File: src/design/taint_mul_consts.svh
/*
 * Taint-tracking multiplier constants
 * Operand width and queue depths shared by the package and the RTL
 */

`ifndef TAINT_MUL_CONSTS_SVH
`define TAINT_MUL_CONSTS_SVH

// Operand width, product is twice this
`define MUL_WIDTH 8

// Request slots, equal to the requester's starting credits
`define REQ_DEPTH 2

// Result FIFO entries
`define RES_DEPTH 2

// Credits the consumer grants out of reset
`define RES_CREDITS 2

`endif

File: src/design/taint_mul_pkg.sv
/*
 * Taint-tracking multiplier types
 * Request and result words plus the sequencer state encoding
 */

`default_nettype none

`include "taint_mul_consts.svh"

package taint_mul_pkg;

    // Request word, each operand with its own taint bit
    typedef struct packed {
        logic [`MUL_WIDTH-1:0] multiplier;
        logic                  multiplier_t;
        logic [`MUL_WIDTH-1:0] multiplicand;
        logic                  multiplicand_t;
    } mul_req_t;

    // Finished product and its taint
    typedef struct packed {
        logic [2*`MUL_WIDTH-1:0] product;
        logic                    product_t;
    } mul_res_t;

    // Sequencer FSM states
    typedef enum logic [2:0] {
        IDLE  = 3'd0,
        LOAD  = 3'd1,
        ADD   = 3'd2,
        SHIFT = 3'd3,
        DONE  = 3'd4
    } seq_state_t;

endpackage

`default_nettype wire

File: src/design/mul_ctrl_if.sv
/*
 * Sequencer to datapath control bundle
 * Register controls with their taints, load operands and datapath status
 */

`timescale 1ns/10ps
`default_nettype none

`include "taint_mul_consts.svh"

interface mul_ctrl_if;
    import taint_mul_pkg::*;

    // Register controls, each paired with its taint
    logic     mdld;
    logic     mdld_t;
    logic     mrld;
    logic     mrld_t;
    logic     rsclear;
    logic     rsclear_t;
    logic     rsload;
    logic     rsload_t;
    logic     rsshr;
    logic     rsshr_t;

    // Operands presented during LOAD
    mul_req_t ld_ops;

    // Datapath status back to the sequencer
    logic                    mr_lsb;
    logic [2*`MUL_WIDTH-1:0] product;
    logic                    product_t;

    modport seq (
        output mdld, mdld_t, mrld, mrld_t, rsclear, rsclear_t,
        output rsload, rsload_t, rsshr, rsshr_t, ld_ops,
        input  mr_lsb, product, product_t
    );

    modport dp (
        input  mdld, mdld_t, mrld, mrld_t, rsclear, rsclear_t,
        input  rsload, rsload_t, rsshr, rsshr_t, ld_ops,
        output mr_lsb, product, product_t
    );

endinterface

`default_nettype wire

File: src/design/mul_sequencer.sv
/*
 * Multiplier sequencer
 * Queues requests and steps the datapath through load, add and shift
 */

`timescale 1ns/10ps
`default_nettype none

`include "taint_mul_consts.svh"

module mul_sequencer (
    input  wire                      clk,
    input  wire                      arst_n,
    input  wire                      req_valid,
    input  wire taint_mul_pkg::mul_req_t req,
    input  wire                      res_full,
    output logic                     req_credit,
    output logic                     res_push,
    output taint_mul_pkg::mul_res_t  res,
    mul_ctrl_if.seq                  ctrl
);
    import taint_mul_pkg::*;

    localparam int PTR_W = $clog2(`REQ_DEPTH);
    localparam int CNT_W = $clog2(`REQ_DEPTH + 1);
    localparam int BIT_W = $clog2(`MUL_WIDTH);
    localparam logic [PTR_W-1:0] LAST_PTR = PTR_W'(`REQ_DEPTH - 1);
    localparam logic [BIT_W-1:0] LAST_BIT = BIT_W'(`MUL_WIDTH - 1);

    mul_req_t         fifo_mem [`REQ_DEPTH];
    logic [PTR_W-1:0] wr_ptr;
    logic [PTR_W-1:0] rd_ptr;
    logic [CNT_W-1:0] fifo_cnt;
    logic             pop;
    mul_req_t         head;

    seq_state_t       state;
    seq_state_t       state_nxt;
    logic [BIT_W-1:0] bit_cnt;
    logic             op_mr_t;
    logic             op_t;

    // ========================================
    // Request FIFO
    // ========================================
    assign pop  = (state == LOAD);
    assign head = fifo_mem[rd_ptr];

    always_ff @(posedge clk) begin
        if (req_valid) begin
            fifo_mem[wr_ptr] <= req;
        end
    end

    always_ff @(posedge clk or negedge arst_n) begin
        if (!arst_n) begin
            wr_ptr   <= '0;
            rd_ptr   <= '0;
            fifo_cnt <= '0;
        end else begin
            if (req_valid) begin
                wr_ptr <= (wr_ptr == LAST_PTR) ? '0 : wr_ptr + 1'b1;
            end
            if (pop) begin
                rd_ptr <= (rd_ptr == LAST_PTR) ? '0 : rd_ptr + 1'b1;
            end
            case ({req_valid, pop})
                2'b10:   fifo_cnt <= fifo_cnt + 1'b1;
                2'b01:   fifo_cnt <= fifo_cnt - 1'b1;
                default: fifo_cnt <= fifo_cnt;
            endcase
        end
    end

    // ========================================
    // FSM and bit counter
    // ========================================
    always_comb begin
        state_nxt = state;
        case (state)
            IDLE:  if (fifo_cnt != '0 && !res_full) state_nxt = LOAD;
            LOAD:  state_nxt = ADD;
            ADD:   state_nxt = SHIFT;
            SHIFT: state_nxt = (bit_cnt == LAST_BIT) ? DONE : ADD;
            DONE:  state_nxt = IDLE;
            default: state_nxt = IDLE;
        endcase
    end

    always_ff @(posedge clk or negedge arst_n) begin
        if (!arst_n) begin
            state   <= IDLE;
            bit_cnt <= '0;
            op_mr_t <= 1'b0;
            op_t    <= 1'b0;
        end else begin
            state <= state_nxt;
            if (state == LOAD) begin
                bit_cnt <= '0;
                // Keep the operand taints for the add and shift phases
                op_mr_t <= head.multiplier_t;
                op_t    <= head.multiplier_t | head.multiplicand_t;
            end else if (state == SHIFT) begin
                bit_cnt <= bit_cnt + 1'b1;
            end
        end
    end

    // Datapath controls decode straight from the state
    assign ctrl.ld_ops    = head;
    assign ctrl.mdld      = (state == LOAD);
    assign ctrl.mdld_t    = (state == LOAD) & head.multiplicand_t;
    assign ctrl.mrld      = (state == LOAD);
    assign ctrl.mrld_t    = (state == LOAD) & head.multiplier_t;
    assign ctrl.rsclear   = (state == LOAD);
    assign ctrl.rsclear_t = (state == LOAD) & (head.multiplier_t | head.multiplicand_t);
    // Add decision is steered by the multiplier bit
    assign ctrl.rsload    = (state == ADD) & ctrl.mr_lsb;
    assign ctrl.rsload_t  = (state == ADD) & op_mr_t;
    assign ctrl.rsshr     = (state == SHIFT);
    assign ctrl.rsshr_t   = (state == SHIFT) & op_t;

    // One credit back per multiply started
    assign req_credit    = pop;
    assign res_push      = (state == DONE);
    assign res.product   = ctrl.product;
    assign res.product_t = ctrl.product_t;

endmodule

`default_nettype wire

File: src/design/mul_datapath.sv
/*
 * Shift-add multiplier datapath
 * Multiplicand, multiplier and running-sum registers with taint bits
 */

`timescale 1ns/10ps
`default_nettype none

`include "taint_mul_consts.svh"

module mul_datapath (
    input wire      clk,
    input wire      arst_n,
    mul_ctrl_if.dp  ctrl
);
    import taint_mul_pkg::*;

    localparam int W = `MUL_WIDTH;

    // Sum is one bit wider than the product to catch the add carry
    logic [2*W:0] md_reg;
    logic         md_t;
    logic [W-1:0] mr_reg;
    logic         mr_t;
    logic [2*W:0] rs_reg;
    logic         rs_t;

    // ========================================
    // Data registers
    // ========================================
    always_ff @(posedge clk) begin
        // Multiplicand sits in the upper half
        if (ctrl.mdld) begin
            md_reg <= {1'b0, ctrl.ld_ops.multiplicand, {W{1'b0}}};
        end

        if (ctrl.mrld) begin
            mr_reg <= ctrl.ld_ops.multiplier;
        end else if (ctrl.rsshr) begin
            mr_reg <= {1'b0, mr_reg[W-1:1]};
        end

        if (ctrl.rsclear) begin
            rs_reg <= '0;
        end else if (ctrl.rsload) begin
            rs_reg <= rs_reg + md_reg;
        end else if (ctrl.rsshr) begin
            // Unsigned, so a zero comes in at the top
            rs_reg <= {1'b0, rs_reg[2*W:1]};
        end
    end

    // ========================================
    // Taint registers
    // ========================================
    always_ff @(posedge clk or negedge arst_n) begin
        if (!arst_n) begin
            md_t <= 1'b0;
            mr_t <= 1'b0;
            rs_t <= 1'b0;
        end else begin
            md_t <= ctrl.mdld ? ctrl.mdld_t : (md_t | ctrl.mdld_t);

            if (ctrl.mrld) begin
                mr_t <= ctrl.mrld_t;
            end else if (ctrl.rsshr) begin
                mr_t <= mr_t | ctrl.rsshr_t;
            end

            // Clear drops the old taint, the control taint still applies
            if (ctrl.rsclear) begin
                rs_t <= ctrl.rsclear_t;
            end else if (ctrl.rsload) begin
                rs_t <= rs_t | ctrl.rsload_t | md_t | mr_t;
            end else if (ctrl.rsshr) begin
                rs_t <= rs_t | ctrl.rsshr_t;
            end else begin
                // A skipped add was still decided by a tainted bit
                rs_t <= rs_t | ctrl.rsload_t;
            end
        end
    end

    assign ctrl.mr_lsb    = mr_reg[0];
    assign ctrl.product   = rs_reg[2*W-1:0];
    assign ctrl.product_t = rs_t;

endmodule

`default_nettype wire

File: src/design/mul_result_buffer.sv
/*
 * Result buffer
 * Product FIFO that releases entries against consumer credits
 */

`timescale 1ns/10ps
`default_nettype none

`include "taint_mul_consts.svh"

module mul_result_buffer (
    input  wire                          clk,
    input  wire                          arst_n,
    input  wire                          res_push,
    input  wire taint_mul_pkg::mul_res_t res,
    input  wire                          res_credit,
    output logic                         res_full,
    output logic                         res_valid,
    output logic [2*`MUL_WIDTH-1:0]      product,
    output logic                         product_t
);
    import taint_mul_pkg::*;

    localparam int PTR_W = $clog2(`RES_DEPTH);
    localparam int CNT_W = $clog2(`RES_DEPTH + 1);
    localparam int CRD_W = $clog2(`RES_CREDITS + 1);
    localparam logic [PTR_W-1:0] LAST_PTR = PTR_W'(`RES_DEPTH - 1);

    mul_res_t         buf_mem [`RES_DEPTH];
    logic [PTR_W-1:0] wr_ptr;
    logic [PTR_W-1:0] rd_ptr;
    logic [CNT_W-1:0] buf_cnt;
    logic [CRD_W-1:0] credit_cnt;

    // ========================================
    // Storage
    // ========================================
    always_ff @(posedge clk) begin
        if (res_push) begin
            buf_mem[wr_ptr] <= res;
        end
    end

    always_ff @(posedge clk or negedge arst_n) begin
        if (!arst_n) begin
            wr_ptr     <= '0;
            rd_ptr     <= '0;
            buf_cnt    <= '0;
            credit_cnt <= CRD_W'(`RES_CREDITS);
        end else begin
            if (res_push) begin
                wr_ptr <= (wr_ptr == LAST_PTR) ? '0 : wr_ptr + 1'b1;
            end
            if (res_valid) begin
                rd_ptr <= (rd_ptr == LAST_PTR) ? '0 : rd_ptr + 1'b1;
            end
            case ({res_push, res_valid})
                2'b10:   buf_cnt <= buf_cnt + 1'b1;
                2'b01:   buf_cnt <= buf_cnt - 1'b1;
                default: buf_cnt <= buf_cnt;
            endcase
            // Spend one per result, regain one per credit pulse
            case ({res_credit, res_valid})
                2'b10:   credit_cnt <= credit_cnt + 1'b1;
                2'b01:   credit_cnt <= credit_cnt - 1'b1;
                default: credit_cnt <= credit_cnt;
            endcase
        end
    end

    // Oldest entry goes out whenever credit is held
    assign res_valid = (buf_cnt != '0) && (credit_cnt != '0);
    assign product   = buf_mem[rd_ptr].product;
    assign product_t = buf_mem[rd_ptr].product_t;
    assign res_full  = (buf_cnt == CNT_W'(`RES_DEPTH));

endmodule

`default_nettype wire

File: src/design/taint_mul_top.sv
/*
 * Taint-tracking sequential multiplier
 * Request queue, shift-add datapath and credited result buffer
 */

`timescale 1ns/10ps
`default_nettype none

`include "taint_mul_consts.svh"

module taint_mul_top (
    input  wire                          clk,
    input  wire                          arst_n,
    // Request side
    input  wire                          req_valid,
    input  wire [`MUL_WIDTH-1:0]         multiplier,
    input  wire                          multiplier_t,
    input  wire [`MUL_WIDTH-1:0]         multiplicand,
    input  wire                          multiplicand_t,
    output wire                          req_credit,
    // Result side
    output wire                          res_valid,
    output wire [2*`MUL_WIDTH-1:0]       product,
    output wire                          product_t,
    input  wire                          res_credit
);
    import taint_mul_pkg::*;

    mul_req_t req;
    mul_res_t res;
    logic     res_push;
    logic     res_full;

    mul_ctrl_if ctrl ();

    assign req.multiplier     = multiplier;
    assign req.multiplier_t   = multiplier_t;
    assign req.multiplicand   = multiplicand;
    assign req.multiplicand_t = multiplicand_t;

    mul_sequencer u_seq (
        .clk        (clk),
        .arst_n     (arst_n),
        .req_valid  (req_valid),
        .req        (req),
        .res_full   (res_full),
        .req_credit (req_credit),
        .res_push   (res_push),
        .res        (res),
        .ctrl       (ctrl.seq)
    );

    mul_datapath u_dp (
        .clk    (clk),
        .arst_n (arst_n),
        .ctrl   (ctrl.dp)
    );

    mul_result_buffer u_resbuf (
        .clk        (clk),
        .arst_n     (arst_n),
        .res_push   (res_push),
        .res        (res),
        .res_credit (res_credit),
        .res_full   (res_full),
        .res_valid  (res_valid),
        .product    (product),
        .product_t  (product_t)
    );

endmodule

`default_nettype wire

File: config.mk
export PLATFORM = sky130hd
export DESIGN_NAME = taint_mul_top
export DESIGN_NICKNAME = d
export VERILOG_FILES = /design/src/design/taint_mul_pkg.sv /design/src/design/mul_ctrl_if.sv /design/src/design/mul_sequencer.sv /design/src/design/mul_datapath.sv /design/src/design/mul_result_buffer.sv /design/src/design/taint_mul_top.sv
export VERILOG_INCLUDE_DIRS = /design/src /design/src/design
export SDC_FILE = /design/constraint.sdc
export NUM_CORES = 1
export LEC_CHECK = 0
export ABC_AREA = 1
export BUFFER_PORTS_ARGS = -buffer_cell sky130_fd_sc_hd__buf_2
export CAP_MARGIN = 5
export CORE_AREA = 2 2 95 189
export CTS_CLUSTER_SIZE = 20
export DETAILED_ROUTE_END_ITERATION = 16
export DIE_AREA = 0 0 97 191
export PLACE_DENSITY = 0.54
export SYNTH_ARGS = -nofsm -noshare
export SYNTH_HDL_FRONTEND = slang
export SYNTH_SLANG_ARGS = --single-unit
export TNS_END_PERCENT = 50
File: constraint.sdc
create_clock -name clk -period 3.3 [get_ports clk]
set_input_delay 0.495 -clock clk [delete_from_list [all_inputs] [get_ports clk]]
set_output_delay 0.495 -clock clk [all_outputs]
set_load 0.02 [all_outputs]
; Word-level counts from Yosys, hierarchy flattened
; Memory sizes are Yosys's and may differ from the RTL's.
; Cells that the tools add are included.
[classes]
add_sub_neg = 12
n_eq_ne = 13
mux = 26
bitwise_logic = 13
reduce_logical = 12
[op_table]
columns = operator, count
row1 = two-way mux 17 bit, 2
row2 = adder 17 x 16 -> 17 bit, 1
row3 = two-way mux 8 bit, 2
row4 = nonzero test 2 bit, 8
row5 = two-way mux 1 bit, 14
row6 = two-way mux 3 bit, 4
row7 = one-hot mux 2 bit (2 select lines), 3
row8 = one-hot mux 3 bit (4 select lines), 1
row9 = "== test 2 bit, second input constant", 4
row10 = OR 1 bit, 7
row11 = "adder 2 x 1 -> 2 bit, second input constant", 3
row12 = AND 1 bit, 6
row13 = "== test 2 x 1 -> 1 bit, second input constant", 3
row14 = "== test 3 x 2 -> 1 bit, second input constant", 2
row15 = "== test 3 bit, second input constant", 2
row16 = "subtractor 2 x 1 -> 2 bit, second input constant", 3
row17 = "adder 1 bit, second input constant", 4
row18 = "adder 3 x 1 -> 3 bit, second input constant", 1
row19 = "== test 3 x 1 -> 1 bit, second input constant", 1
row20 = zero test 3 bit, 1
row21 = logical AND 1 bit, 2
row22 = "!= test 2 x 1 -> 1 bit, second input constant", 1
row23 = zero test 1 bit, 1
[totals]
regBits = 54
mem_bits_rw = 70
in_bits = 22
word_cells = 95
n_memories = 2
[mem_list]
columns = memory, depth, width, rd, rd_ports_with_merged_regs, write_ports, line_no
row1 = u_seq.fifo_mem, 2, 18, 1, 0, 1, mul_sequencer.sv:30  ; mul_req_t fifo_mem [`REQ_DEPTH];
row2 = u_resbuf.buf_mem, 2, 17, 1, 0, 1, mul_result_buffer.sv:29  ; mul_res_t buf_mem [`RES_DEPTH];

; Depth between registers and ports, before layout
; Gate-level depths: netlist (run 1).
[depth]
depth_word = 7
depth_mapped = 11

; Hierarchy
; Synthesis (run 1) repeated with hierarchy kept, for this count alone.
[unflattened]
cells_unflattened = 554
hier_area_um2 = 5579.1
[modules_own_cells]
columns = mod, instances, cells_per_inst, area_per_inst_um2, seq_area_each_um2
row1 = mul_sequencer, 1, 191, 2073.2, 1381.3
row2 = mul_datapath, 1, 230, 1900.6, 895.9
row3 = mul_result_buffer, 1, 133, 1605.3, 1172.4

; Least setup slack after synthesis (run 1)
; Ideal clock, no wire load.
[synth_timing]
kind = register -> register
from = reg u_seq.state[1]
to = mem u_resbuf.buf_mem[0][0] (netlist name), enable pin
t_arrival_ps = 1468
slack_ps = 1442
path_stages_with_launch = 4
period_less_slack_ps = 1858
cell_sequence = dfrtp_1 > inv_1 > nand3_1 > nor2_1
[synth_between]
elab_chain_len = 3
[synth_rtl]
columns = element, line_no
row1 = start: declaration, mul_sequencer.sv:37  ; seq_state_t state;
row2 = start signal: assignment, mul_sequencer.sv:97  ; state <= state_nxt;
row3 = == test 3 bit, mul_sequencer.sv:125  ; assign res_push = (state == DONE);
row4 = two-way mux 1 bit, mul_result_buffer.sv:39  ; if (res_push) begin
row5 = two-way mux 1 bit (implied by the code), mul_result_buffer.sv:40  ; buf_mem[wr_ptr] <= res;
row6 = end: declaration, mul_result_buffer.sv:29
; No other way between the ends.

; Final worst setup path (run 1)
[layout_timing]
from = reg u_seq.state[2]
to = out req_credit
[layout_between]
elab_chain_len = 1
[layout_rtl]
columns = element, line_no
row1 = == test 3 x 1 -> 1 bit, mul_sequencer.sv:46  ; assign pop = (state == LOAD);
row2 = end: declaration, taint_mul_top.sv:20  ; output wire req_credit,
; No other way between the ends.

==> flow_summary.yaml, run 1 <==
floorplan:
  dieArea_um2: 18500
  die_w_um: 97
  num_io_pins: 41
  die_h_um: 191
  rows: 68
  initial_core_util_pct: 29.7
  coreArea_um2: 17100
timing:
  fin_skew_ps: 7.40
  fmax_mhz: 415
  rsz0062_at_grt: "no"
  hold_violations: 0
  period_minus_slack_ps: 2410
  drv_slew: 0
  max_slew_margin_pct: 51.5
  finalSetupViolCount: 0
  period_share_pct: 73.0
  fin_tns_setup_ps: 0
  tightest_slew_ps: 727
setup_path:
  crit_required_ps: 2800
  crit_fanout: 18
  crit_arrival_ps: 1910
  end_kind: "output port"
  crit_end: "req_credit"
  start_kind: "flop"
  path_depth: 4
  r2r_end: "u_seq.fifo_cnt[1]$_DFFE_PN0P_"
  cp_num_buf_inv: 2
  crit_type: "reg -> out"
  slowest_delay_ps: 450
  r2r_start: "u_seq.state[2]$_DFFE_PN0P_"
  reg2regPathDepth: 7
  path_delay_family: "simple AND/OR/NAND/NOR gates"
  crit_top_cell: "nor2_4"
  rrSetupSlack_ps: 1270
  path_cells: "nor2_4 -> inv_2 -> nor2_4 -> buf_2"
  cp_slowest_cell: "nor2_4"
  crit_start: "u_seq.state[2]$_DFFE_PN0P_"
clocking:
  post_cts_buffers: 0
  cts_hold_buf: 0
  cts_tree: "built"
  htreeDepth: 4
  cts_buffers: 17
  cts-root-buf: "clkbuf_16"
  clkSinkCount: 124
  cts_buffer_depth: 2
  cts_resized: 0
  path_clk_slew_ps: 50
  clkLatencyLatePin_ps: 400
drt:
  drt-initial-drc-count: 126
  routed-via-count: 3132
  routedWlPerCell_um: 11.8
  routed_wl_mm: 8.50
  post_drt_via_cell_ratio: 4.35
  firstDrtPassIters: 4
  route.detailed.drc: 0
  ant_nets: 0
power:
  p_per_area_nw_per_um2: 983
  p_leak_nw: 2.52
  ir_drop_v: 0.000479
yosys:
  yosys.area.top_type: "edfxtp_1"
  synth-seq-cells: 124
  synth_top_area_share_pct: 50.9
  synth-edff-count: 86
  seq_area_frac_synth_pct: 68.0
  synth_ff_type: "edfxtp_1"
  synth_area_leaders: "edfxtp_1 (51%), nand2_1 (10%), dfrtp_1 (9.9%)"
  ys_types: 39
  synthCells: 443
  yosys_warnings: 0
  netlist_area_um2: 5080
  syn_area_per_cell_um2: 11.5
  syn_nets: 479
  async_flop_share_pct: 16.9
global_routing:
  use_met2_pct: 16.7
  grt_max_degree: 24
  grt-ovfl-total: 0
  first_global_vias: 3103
  grt_pass1_wl_mm: 14.7
  grtUsageMet1_pct: 12.0
  use_met3_pct: 2.78
  gr-usage-all-layers_pct: 9.96
  grt_antenna_before_repair: 0
  grt-busiest-layer: "met2"
place:
  port_buffers: 40
  dpl_cell_area_um2: 5530
  hpwl_mm: 5.76
  place_congestion: 0.823
final_layout:
  nets: 533
  n_fill_cell: 1692
  drive_above_1_share_pct: 17.8
  final_util_pct: 35.5
  antenna_cells: 0
  largest_register_ffs: 36
  syn_to_final_growth_pct: 19.5
  stdcell_area_um2: 6070
worst_hold_path:
  hold_class: "in -> async"
flow_run:
  drv_cap: 0
outcome:
  run_status: "finished clean"
## layout by cell type (no fill, tap or decap), types with 2 or more instances in the layout
master	n
buf_2	40
o21ai_1	5
buf_4	6
clkinv_2	8
clkbuf_16	17
nor3_1	2
a22o_1	2
or2_2	2
ha_1	13
o22ai_1	8
nand2_1	140
nand3b_1	2
clkinv_1	5
nand3_1	13
inv_1	32
dfrtp_1	20
edfxtp_1	86
a21oi_1	14
inv_2	4
o31ai_2	7
o21ai_0	14
xor2_1	5
dfxtp_1	17
xnor2_1	5
clkbuf_1	4
bufinv_16	2
nor2_1	24
nor2_4	2
## worst min path at each step
| stage | slack (ps) | from | endpoint |
|---|---|---|---|
| after floorplan | 200 | arst_n | async pin |
| after global placement | 430 | u_dp.rs_reg[6]$_SDFFE_PN0P_ | u_resbuf.buf_mem[0][7]$_DFFE_PP_ |
| after detailed placement | 440 | u_dp.rs_reg[6]$_SDFFE_PN0P_ | u_resbuf.buf_mem[0][7]$_DFFE_PP_ |
| after CTS | 50 | arst_n | u_resbuf.credit_cnt[0]$_DFFE_PN0P_ |
| after global routing | 80 | arst_n | u_resbuf.credit_cnt[0]$_DFFE_PN0P_ |
| final | 50 | arst_n | u_resbuf.wr_ptr$_DFFE_PN0N_ |
## through the flow
stage | power (W) | instances | hold slack (ps) | setup slack, ps
after floorplan | 0.00383 | 443 | 199 | 1440
after global routing | 0.00640 | 720 | 83.2 | 712
after CTS | 0.00606 | 720 | 52.6 | 815
after global placement | 0.00431 | 688 | 434 | 1270
after detailed placement | 0.00434 | 688 | 443 | 1220
final | 0.00597 | 720 | 50.4 | 891
## layout make-up
cell class              instances  area, µm²  share of cell area [%]
clock inverters                11        101                    1.67
repair buffers                 46        245                    4.04
multi-input cells             268       1420                    23.3
flip-flops and latches        124       3450                    56.9
well taps                     210        263                    4.33
inverters                      40        153                    2.52
clock buffers                  21        440                    7.26
## where the power goes
group	switching, W	total (W)	internal [W]
Combinational	0.00122	0.00188	0.000665
Clock	0.000597	0.00169	0.00109
Sequential	0.000232	0.00239	0.00216
## metal layers
| metal | vias to the layer above | share of wire (%) |
|---|---|---|
| met1 | 1445 | 45 |
| met4 | 0 | 1.1 |
| met2 | 73 | 50 |
| met3 | 8 | 3.6 |
| met5 | - | 0 |
| li1 | 1606 | - |
## cell families (layout without fill, tap and decap cells)
| kind of cell | Yosys count | in the layout | synth area share [%] |
|---|---|---|---|
| flops | 124 | 124 | 68.0 |
| compound gates | 55 | 55 | 7.07 |
| xor+xnor | 10 | 10 | 1.73 |
| simple gates | 189 | 189 | 15.5 |
| fa+ha+maj | 14 | 14 | 3.60 |
| buf+inv | 51 | 118 | 4.17 |
## synth_stat cells (all sizes together), types with 2 or more instances
cell type,number
a21oi,14
a22o,2
buf,9
clkbuf,2
clkinv,4
dfrtp,20
dfxtp,17
edfxtp,86
ha,13
inv,36
nand2,141
nand3,13
nand3b,2
nand4,2
nor2,26
nor3,2
o21ai,19
o22ai,8
o31ai,7
or2,3
xnor2,5
xor2,5
## worst register-to-register path, stage by stage, from the launching register on
cell,delay (ps)
dfrtp_1,430
nor2_4,450
inv_2,150
nor2_4,230
ha_1,300
a21oi_1,110
o21ai_0,110
xnor2_1,130
Note: power is estimated with default switching activity, not from simulation.
==> run 2, diff against run 1 <==
--- a/config.mk
+++ b/config.mk
@@ -13,7 +13,7 @@
 export CTS_CLUSTER_SIZE = 20
 export DETAILED_ROUTE_END_ITERATION = 16
 export DIE_AREA = 0 0 97 191
-export PLACE_DENSITY = 0.54
+export PLACE_DENSITY = 0.56
 export SYNTH_ARGS = -nofsm -noshare
 export SYNTH_HDL_FRONTEND = slang
 export SYNTH_SLANG_ARGS = --single-unit
==> constraint.sdc (replaced) <==
create_clock -name clk -period 2.2 [get_ports clk]
set_input_delay 0.33 -clock clk [delete_from_list [all_inputs] [get_ports clk]]
set_output_delay 0.33 -clock clk [all_outputs]
set_load 0.02 [all_outputs]
==> run 2 against run 1 <==
Cell count grew 0.42%. Critical path depth grew 1. First-iteration DRC count shrank 0.79%. Power grew 55%. Utilization grew 0.55 points. Hold slack gained 66 ps. Sequential power grew 50%.
==> flow_summary.yaml, run 2 (synthesized netlist as in run 1, its figures left out) <==
outcome:
  run_status: "finished clean"
setup_path:
  crit_required_ps: 1870
  path_delay_family: "buffers and inverters"
  crit_fanout: 12
  path_cells: "nor2_4 -> inv_2 -> nor2_4 -> buf_4 -> buf_2"
  end_kind: "output port"
  slowest_delay_ps: 420
  cp_num_buf_inv: 3
  crit_type: "reg -> out"
  start_kind: "flop"
  crit_top_cell: "nor2_4"
  rrSetupSlack_ps: 390
  crit_arrival_ps: 1760
  cp_slowest_cell: "dfrtp_1"
final_layout:
  multi_input_comb_area_um2: 1420
  final_cells: 723
  antenna_cells: 0
  syn_to_final_growth_pct: 21.4
  nets: 536
  drive_above_1_share_pct: 18.3
  stdcell_area_um2: 6160
  n_fill_cell: 1662
  layout_commonest_cell: "nand2_1"
  layout_common_cells: "nand2_1 (140), edfxtp_1 (86), buf_2 (40)"
  largest_register_ffs: 36
  seqCellArea_um2: 3450
clocking:
  cts_buffers: 17
  cts_buffer_depth: 2
  post_cts_buffers: 0
  clkSinkCount: 124
  path_clk_slew_ps: 60
  clkLatencyLatePin_ps: 400
  htreeDepth: 4
  cts_tree: "built"
  cts-root-buf: "clkbuf_16"
timing:
  hold_violations: 0
  tightest_slew_ps: 714
  fin_skew_ps: 7.62
  finalSetupViolCount: 0
  max_slew_margin_pct: 52.4
  period_minus_slack_ps: 2090
  rsz0062_at_grt: "no"
  drv_slew: 0
  hold_slack_ps: 117
  period_share_pct: 94.9
  fin_tns_setup_ps: 0
  fmax_mhz: 479
worst_hold_path:
  hold_class: "in -> reg"
place:
  dpl_cell_area_um2: 5540
  place_inst: 690
  place_congestion: 0.780
  hpwl_mm: 5.56
  port_buffers: 40
power:
  p_int_w: 0.00616
  ir_drop_v: 0.000623
  p_leak_nw: 2.56
  switchingPower_w: 0.00308
  p_per_area_nw_per_um2: 1500
  share_comb_of_total_power_pct: 31.0
  switching_share_pct: 33.3
  seq_power_share_pct: 38.8
  clkPwrFrac_pct: 30.3
floorplan:
  coreArea_um2: 17100
  rows: 68
  initial_core_util_pct: 29.7
  num_io_pins: 41
  dieArea_um2: 18500
  die_w_um: 97
  die_h_um: 191
global_routing:
  first_global_vias: 3047
  grt_pass1_wl_mm: 14.4
  grt_max_degree: 24
  grt-ovfl-total: 0
  grt_antenna_before_repair: 0
  gr-usage-all-layers_pct: 9.77
drt:
  firstDrtPassIters: 6
  ant_nets: 0
  post_drt_via_cell_ratio: 4.29
  drt-initial-drc-count: 125
  route.detailed.drc: 0
  routed-via-count: 3104
  routedWlPerCell_um: 11.7
  routed_wl_mm: 8.44
flow_run:
  drv_cap: 0
==> run 2: changes by cell type in the layout (fill, tap and decap cells not counted), sizes merged <==
cell,change
clkinv,-7
clkbuf,+4
buf,+2
bufinv,+1
clkinvlp,+2
dlygate4sd3,+1
==> run 2: metal layers <==
layer  global-route usage (%)  up-vias  share of wire (%)
met5                        0        -                  0
met4                     3.90        0               0.71
met1                     11.5     1416                 46
li1                         -     1612                  -
met2                     16.5       71                 49
met3                     3.18        5                3.8
==> run 2: power groups by stage <==
| stage | sequential, W | clock [W] | combinational [W] |
|---|---|---|---|
| global route | 0.00364 | 0.00297 | 0.00328 |
| floorplan | 0.00352 | 0 | 0.00224 |
| detailed placement | 0.00361 | 0 | 0.00290 |
| CTS | 0.00358 | 0.00286 | 0.00292 |
| finish | 0.00358 | 0.00280 | 0.00286 |
| global placement | 0.00360 | 0 | 0.00286 |
==> run 2: worst paths after layout <==
kind                       cells past startpoint                        start                                  to
max in group asynchronous                      2                       arst_n  u_resbuf.credit_cnt[1]$_DFFE_PN1P_
max reg2reg                                   11  u_dp.rs_reg[8]$_SDFFE_PN0P_        u_dp.rs_reg[16]$_SDFFE_PN0P_
min reg2reg                                    0  u_dp.rs_reg[2]$_SDFFE_PN0P_    u_resbuf.buf_mem[1][3]$_DFFE_PP_
min                                            1                multiplier[6]     u_seq.fifo_mem[0][16]$_DFFE_PP_
min in group asynchronous                      2                       arst_n         u_resbuf.rd_ptr$_DFFE_PN0P_
max                                            5   u_seq.state[2]$_DFFE_PN0P_                          req_credit
==> run 2: through the flow <==
stage,utilization (%),setup WS [ps],total power [W]
global placement,32.4,417,0.00646
CTS,36.0,69.6,0.00935
finish,36.0,112,0.00924
global route,36.0,3.88,0.00989
floorplan,-,342,0.00575
detailed placement,32.4,401,0.00651
==> run 2: repair_timing <==
item                                    in CTS  in global routing
hold endpoints to repair                    20                  0
endpoints found under the setup margin       0                  2
hold buffers                                 1                  0
resized for setup                            0                  1
==> run 2: layout make-up <==
type	count	share of cell area, %
flip-flops and latches	124	56.0
multi-input cells	268	23.0
clock buffers	25	8.06
repair buffers	49	4.39
well taps	210	4.26
inverters	40	2.54
clock inverters	7	1.79
==> run 2: worst register-to-register path, stage by stage (launching register included) <==
cell,delay [ps]
dfxtp_1,380
ha_1,190
inv_1,60
fa_1,350
inv_1,70
nand2_1,60
o21ai_1,220
nand4_1,120
nand3_1,110
nand2_1,60
nand2_1,60
nand2_1,40
==> run 3, diff against run 2 <==
--- a/config.mk
+++ b/config.mk
@@ -9,12 +9,13 @@
 export ABC_AREA = 1
 export BUFFER_PORTS_ARGS = -buffer_cell sky130_fd_sc_hd__buf_2
 export CAP_MARGIN = 5
-export CORE_AREA = 2 2 95 189
+export CORE_AREA = 2 2 87 173
 export CTS_CLUSTER_SIZE = 20
 export DETAILED_ROUTE_END_ITERATION = 16
-export DIE_AREA = 0 0 97 191
-export PLACE_DENSITY = 0.56
+export DIE_AREA = 0 0 89 175
+export PLACE_DENSITY = 0.67
 export SYNTH_ARGS = -nofsm -noshare
 export SYNTH_HDL_FRONTEND = slang
+export SYNTH_HIERARCHICAL = 1
 export SYNTH_SLANG_ARGS = --single-unit
 export TNS_END_PERCENT = 50
==> run 3 against run 2 <==
Area after synthesis increased by 9.9%. Synthesized cell count is 25% higher. Flip-flop and latch count is the same.
==> flow_summary.yaml, run 3 <==
drt:
  route.detailed.drc: 0
  drt-initial-drc-count: 177
  post_drt_via_cell_ratio: 4.58
  firstDrtPassIters: 4
  ant_nets: 0
  routed_wl_mm: 9.46
  routedWlPerCell_um: 12.1
  routed-via-count: 3568
timing:
  fin_skew_ps: 11.8
  fin_tns_setup_ps: 0
  drv_slew: 0
  tightest_slew_ps: 738
  hold_slack_ps: 108
  fmax_mhz: 488
  rsz0062_at_grt: "no"
  max_slew_margin_pct: 50.8
  hold_violations: 0
  finalSetupViolCount: 0
  period_share_pct: 93.2
  period_minus_slack_ps: 2050
final_layout:
  layout_commonest_cell: "nand2_1"
  drive_above_1_share_pct: 17.2
  multi_input_comb_area_um2: 1530
  seqCellArea_um2: 3450
  largest_register_ffs: 36
  layout_common_cells: "nand2_1 (187), edfxtp_1 (86), inv_1 (50)"
  n_fill_cell: 1340
  syn_to_final_growth_pct: 14.2
  antenna_cells: 0
  nets: 609
power:
  share_comb_of_total_power_pct: 30.7
  p_leak_nw: 2.86
  ir_drop_v: 0.000801
  p_per_area_nw_per_um2: 1510
  clkPwrFrac_pct: 31.3
  switching_share_pct: 34.6
  seq_power_share_pct: 38.0
  switchingPower_w: 0.00332
  p_int_w: 0.00628
setup_path:
  path_cells: "inv_2 -> nand3_2 -> inv_2 -> buf_4 -> buf_2"
  crit_arrival_ps: 1720
  crit_type: "reg -> out"
  cp_num_buf_inv: 4
  crit_top_cell: "inv_2"
  slowest_delay_ps: 440
  start_kind: "flop"
  crit_fanout: 29
  cp_slowest_cell: "dfrtp_1"
  crit_required_ps: 1870
  end_kind: "output port"
  path_delay_family: "buffers and inverters"
clocking:
  clkLatencyLatePin_ps: 410
  cts_buffers: 17
  clkSinkCount: 124
  post_cts_buffers: 0
  cts_buffer_depth: 2
  htreeDepth: 4
  cts-root-buf: "clkbuf_16"
  cts_tree: "built"
  path_clk_slew_ps: 60
floorplan:
  initial_core_util_pct: 39.1
  die_w_um: 89
  rows: 62
  die_h_um: 175
  num_io_pins: 41
  coreArea_um2: 14300
  dieArea_um2: 15600
yosys:
  netlist_area_um2: 5580
  ys_types: 38
  syn_nets: 589
  yosys_warnings: 6
  synthCells: 554
  yosys.area.top_type: "edfxtp_1"
  yosysMostFrequentCell: "nand2_1"
  synth-seq-cells: 124
  ys_top_cells_by_count: "nand2_1 (187), edfxtp_1 (86), inv_1 (50)"
  synth-edff-count: 86
  synth_area_leaders: "edfxtp_1 (46%), nand2_1 (13%), dfrtp_1 (9.0%)"
  syn_area_per_cell_um2: 10.1
  seq_area_frac_synth_pct: 61.8
  synth_ff_type: "edfxtp_1"
  synth_top_area_share_pct: 46.3
  async_flop_share_pct: 16.9
global_routing:
  grt_pass1_wl_mm: 16.4
  gr-usage-all-layers_pct: 13.7
  grt-ovfl-total: 0
  first_global_vias: 3699
  grt_max_degree: 30
  grt_antenna_before_repair: 0
place:
  port_buffers: 40
  hpwl_mm: 6.93
  place_congestion: 0.764
flow_run:
  drv_cap: 0
outcome:
  run_status: "finished clean"
worst_hold_path:
  hold_class: "in -> reg"
## run 3: cell types whose count changed in the layout (fill, tap and decap cells not counted), moves of 5 or more
cell / before / now
inv_2: 4 / 9
nand2_2: 0 / 6
nand3_1: 13 / 20
o31ai_2: 7 / 0
inv_1: 32 / 50
nand2_1: 140 / 187
o22ai_1: 8 / 3
nor2_1: 24 / 35
## run 3: cell families (layout without fill, tap and decap cells)
kind of cell	count (synthesis)	in the layout	synth area share, %
buf+inv	108	141	10.7
xor+xnor	7	7	1.10
compound gates	39	39	3.84
flops	124	124	61.8
fa+ha+maj	13	13	3.05
simple gates	263	263	19.5
## run 3: per-stage QoR
step	util, %	cells	setup WS (ps)	power [W]	area [µm²]
after floorplan	-	554	228	0.00629	5580
after global routing	44.6	779	0.603	0.0103	6370
final	44.6	779	151	0.00961	6370
after global placement	40.0	746	513	0.00649	5710
after CTS	44.6	779	89.1	0.00971	6370
after detailed placement	40.0	746	417	0.00666	5710
## run 3: worst register-to-register path, delay by kind of cell, from the launching register on
kind	cells	cell delay, ps
and+or+nand+nor	3	460
DFF	1	430
AOI/OAI and AO/OA	2	290
buffers and inverters	5	530
## run 3: per-layer routing
metal	track usage, %	share of wire (%)	wire length, µm
met4	8.08	2.4	223
met3	3.35	3.3	312
met1	13.2	37	3450
met5	0	0	0
met2	25.0	58	5470
## run 3: path summary, 6_finish.rpt
kind                                                    start                                  to  slack, ps  cells past startpoint
min in group asynchronous                              arst_n  u_resbuf/credit_cnt[0]$_DFFE_PN0P_        420                      2
min                                           multiplicand[4]      u_seq/fifo_mem[1][5]$_DFFE_PP_        110                      1
min reg2reg                u_resbuf/credit_cnt[1]$_DFFE_PN1P_  u_resbuf/credit_cnt[1]$_DFFE_PN1P_        470                      2
max in group asynchronous                              arst_n  u_resbuf/credit_cnt[1]$_DFFE_PN1P_       1430                      2
max reg2reg                        u_seq/state[0]$_DFFE_PN0P_        u_dp/rs_reg[14]$_SDFFE_PP0P_        410                     10
max                                u_seq/state[2]$_DFFE_PN0P_                          req_credit        150                      5
## run 3: layout make-up
cell class | instances | share of cell area, %
Inverter | 61 | 3.71
Clock inverter | 14 | 3.44
Sequential cell | 124 | 54.2
Multi-Input combinational cell | 322 | 24.1
Clock buffer | 18 | 6.74
Tap cell | 192 | 3.77
Timing Repair Buffer | 48 | 4.12
## run 3: power groups by stage
stage	sequential, W	combinational, W	clock [W]
finish	0.00365	0.00295	0.00300
global route	0.00373	0.00341	0.00316
CTS	0.00365	0.00299	0.00306
detailed placement	0.00369	0.00297	0
global placement	0.00366	0.00283	0
floorplan	0.00354	0.00275	0
## run 3: timing repair
item	in CTS	in global routing
hold buffers	1	0
hold endpoints to repair	20	0
gates resized for setup	0	0
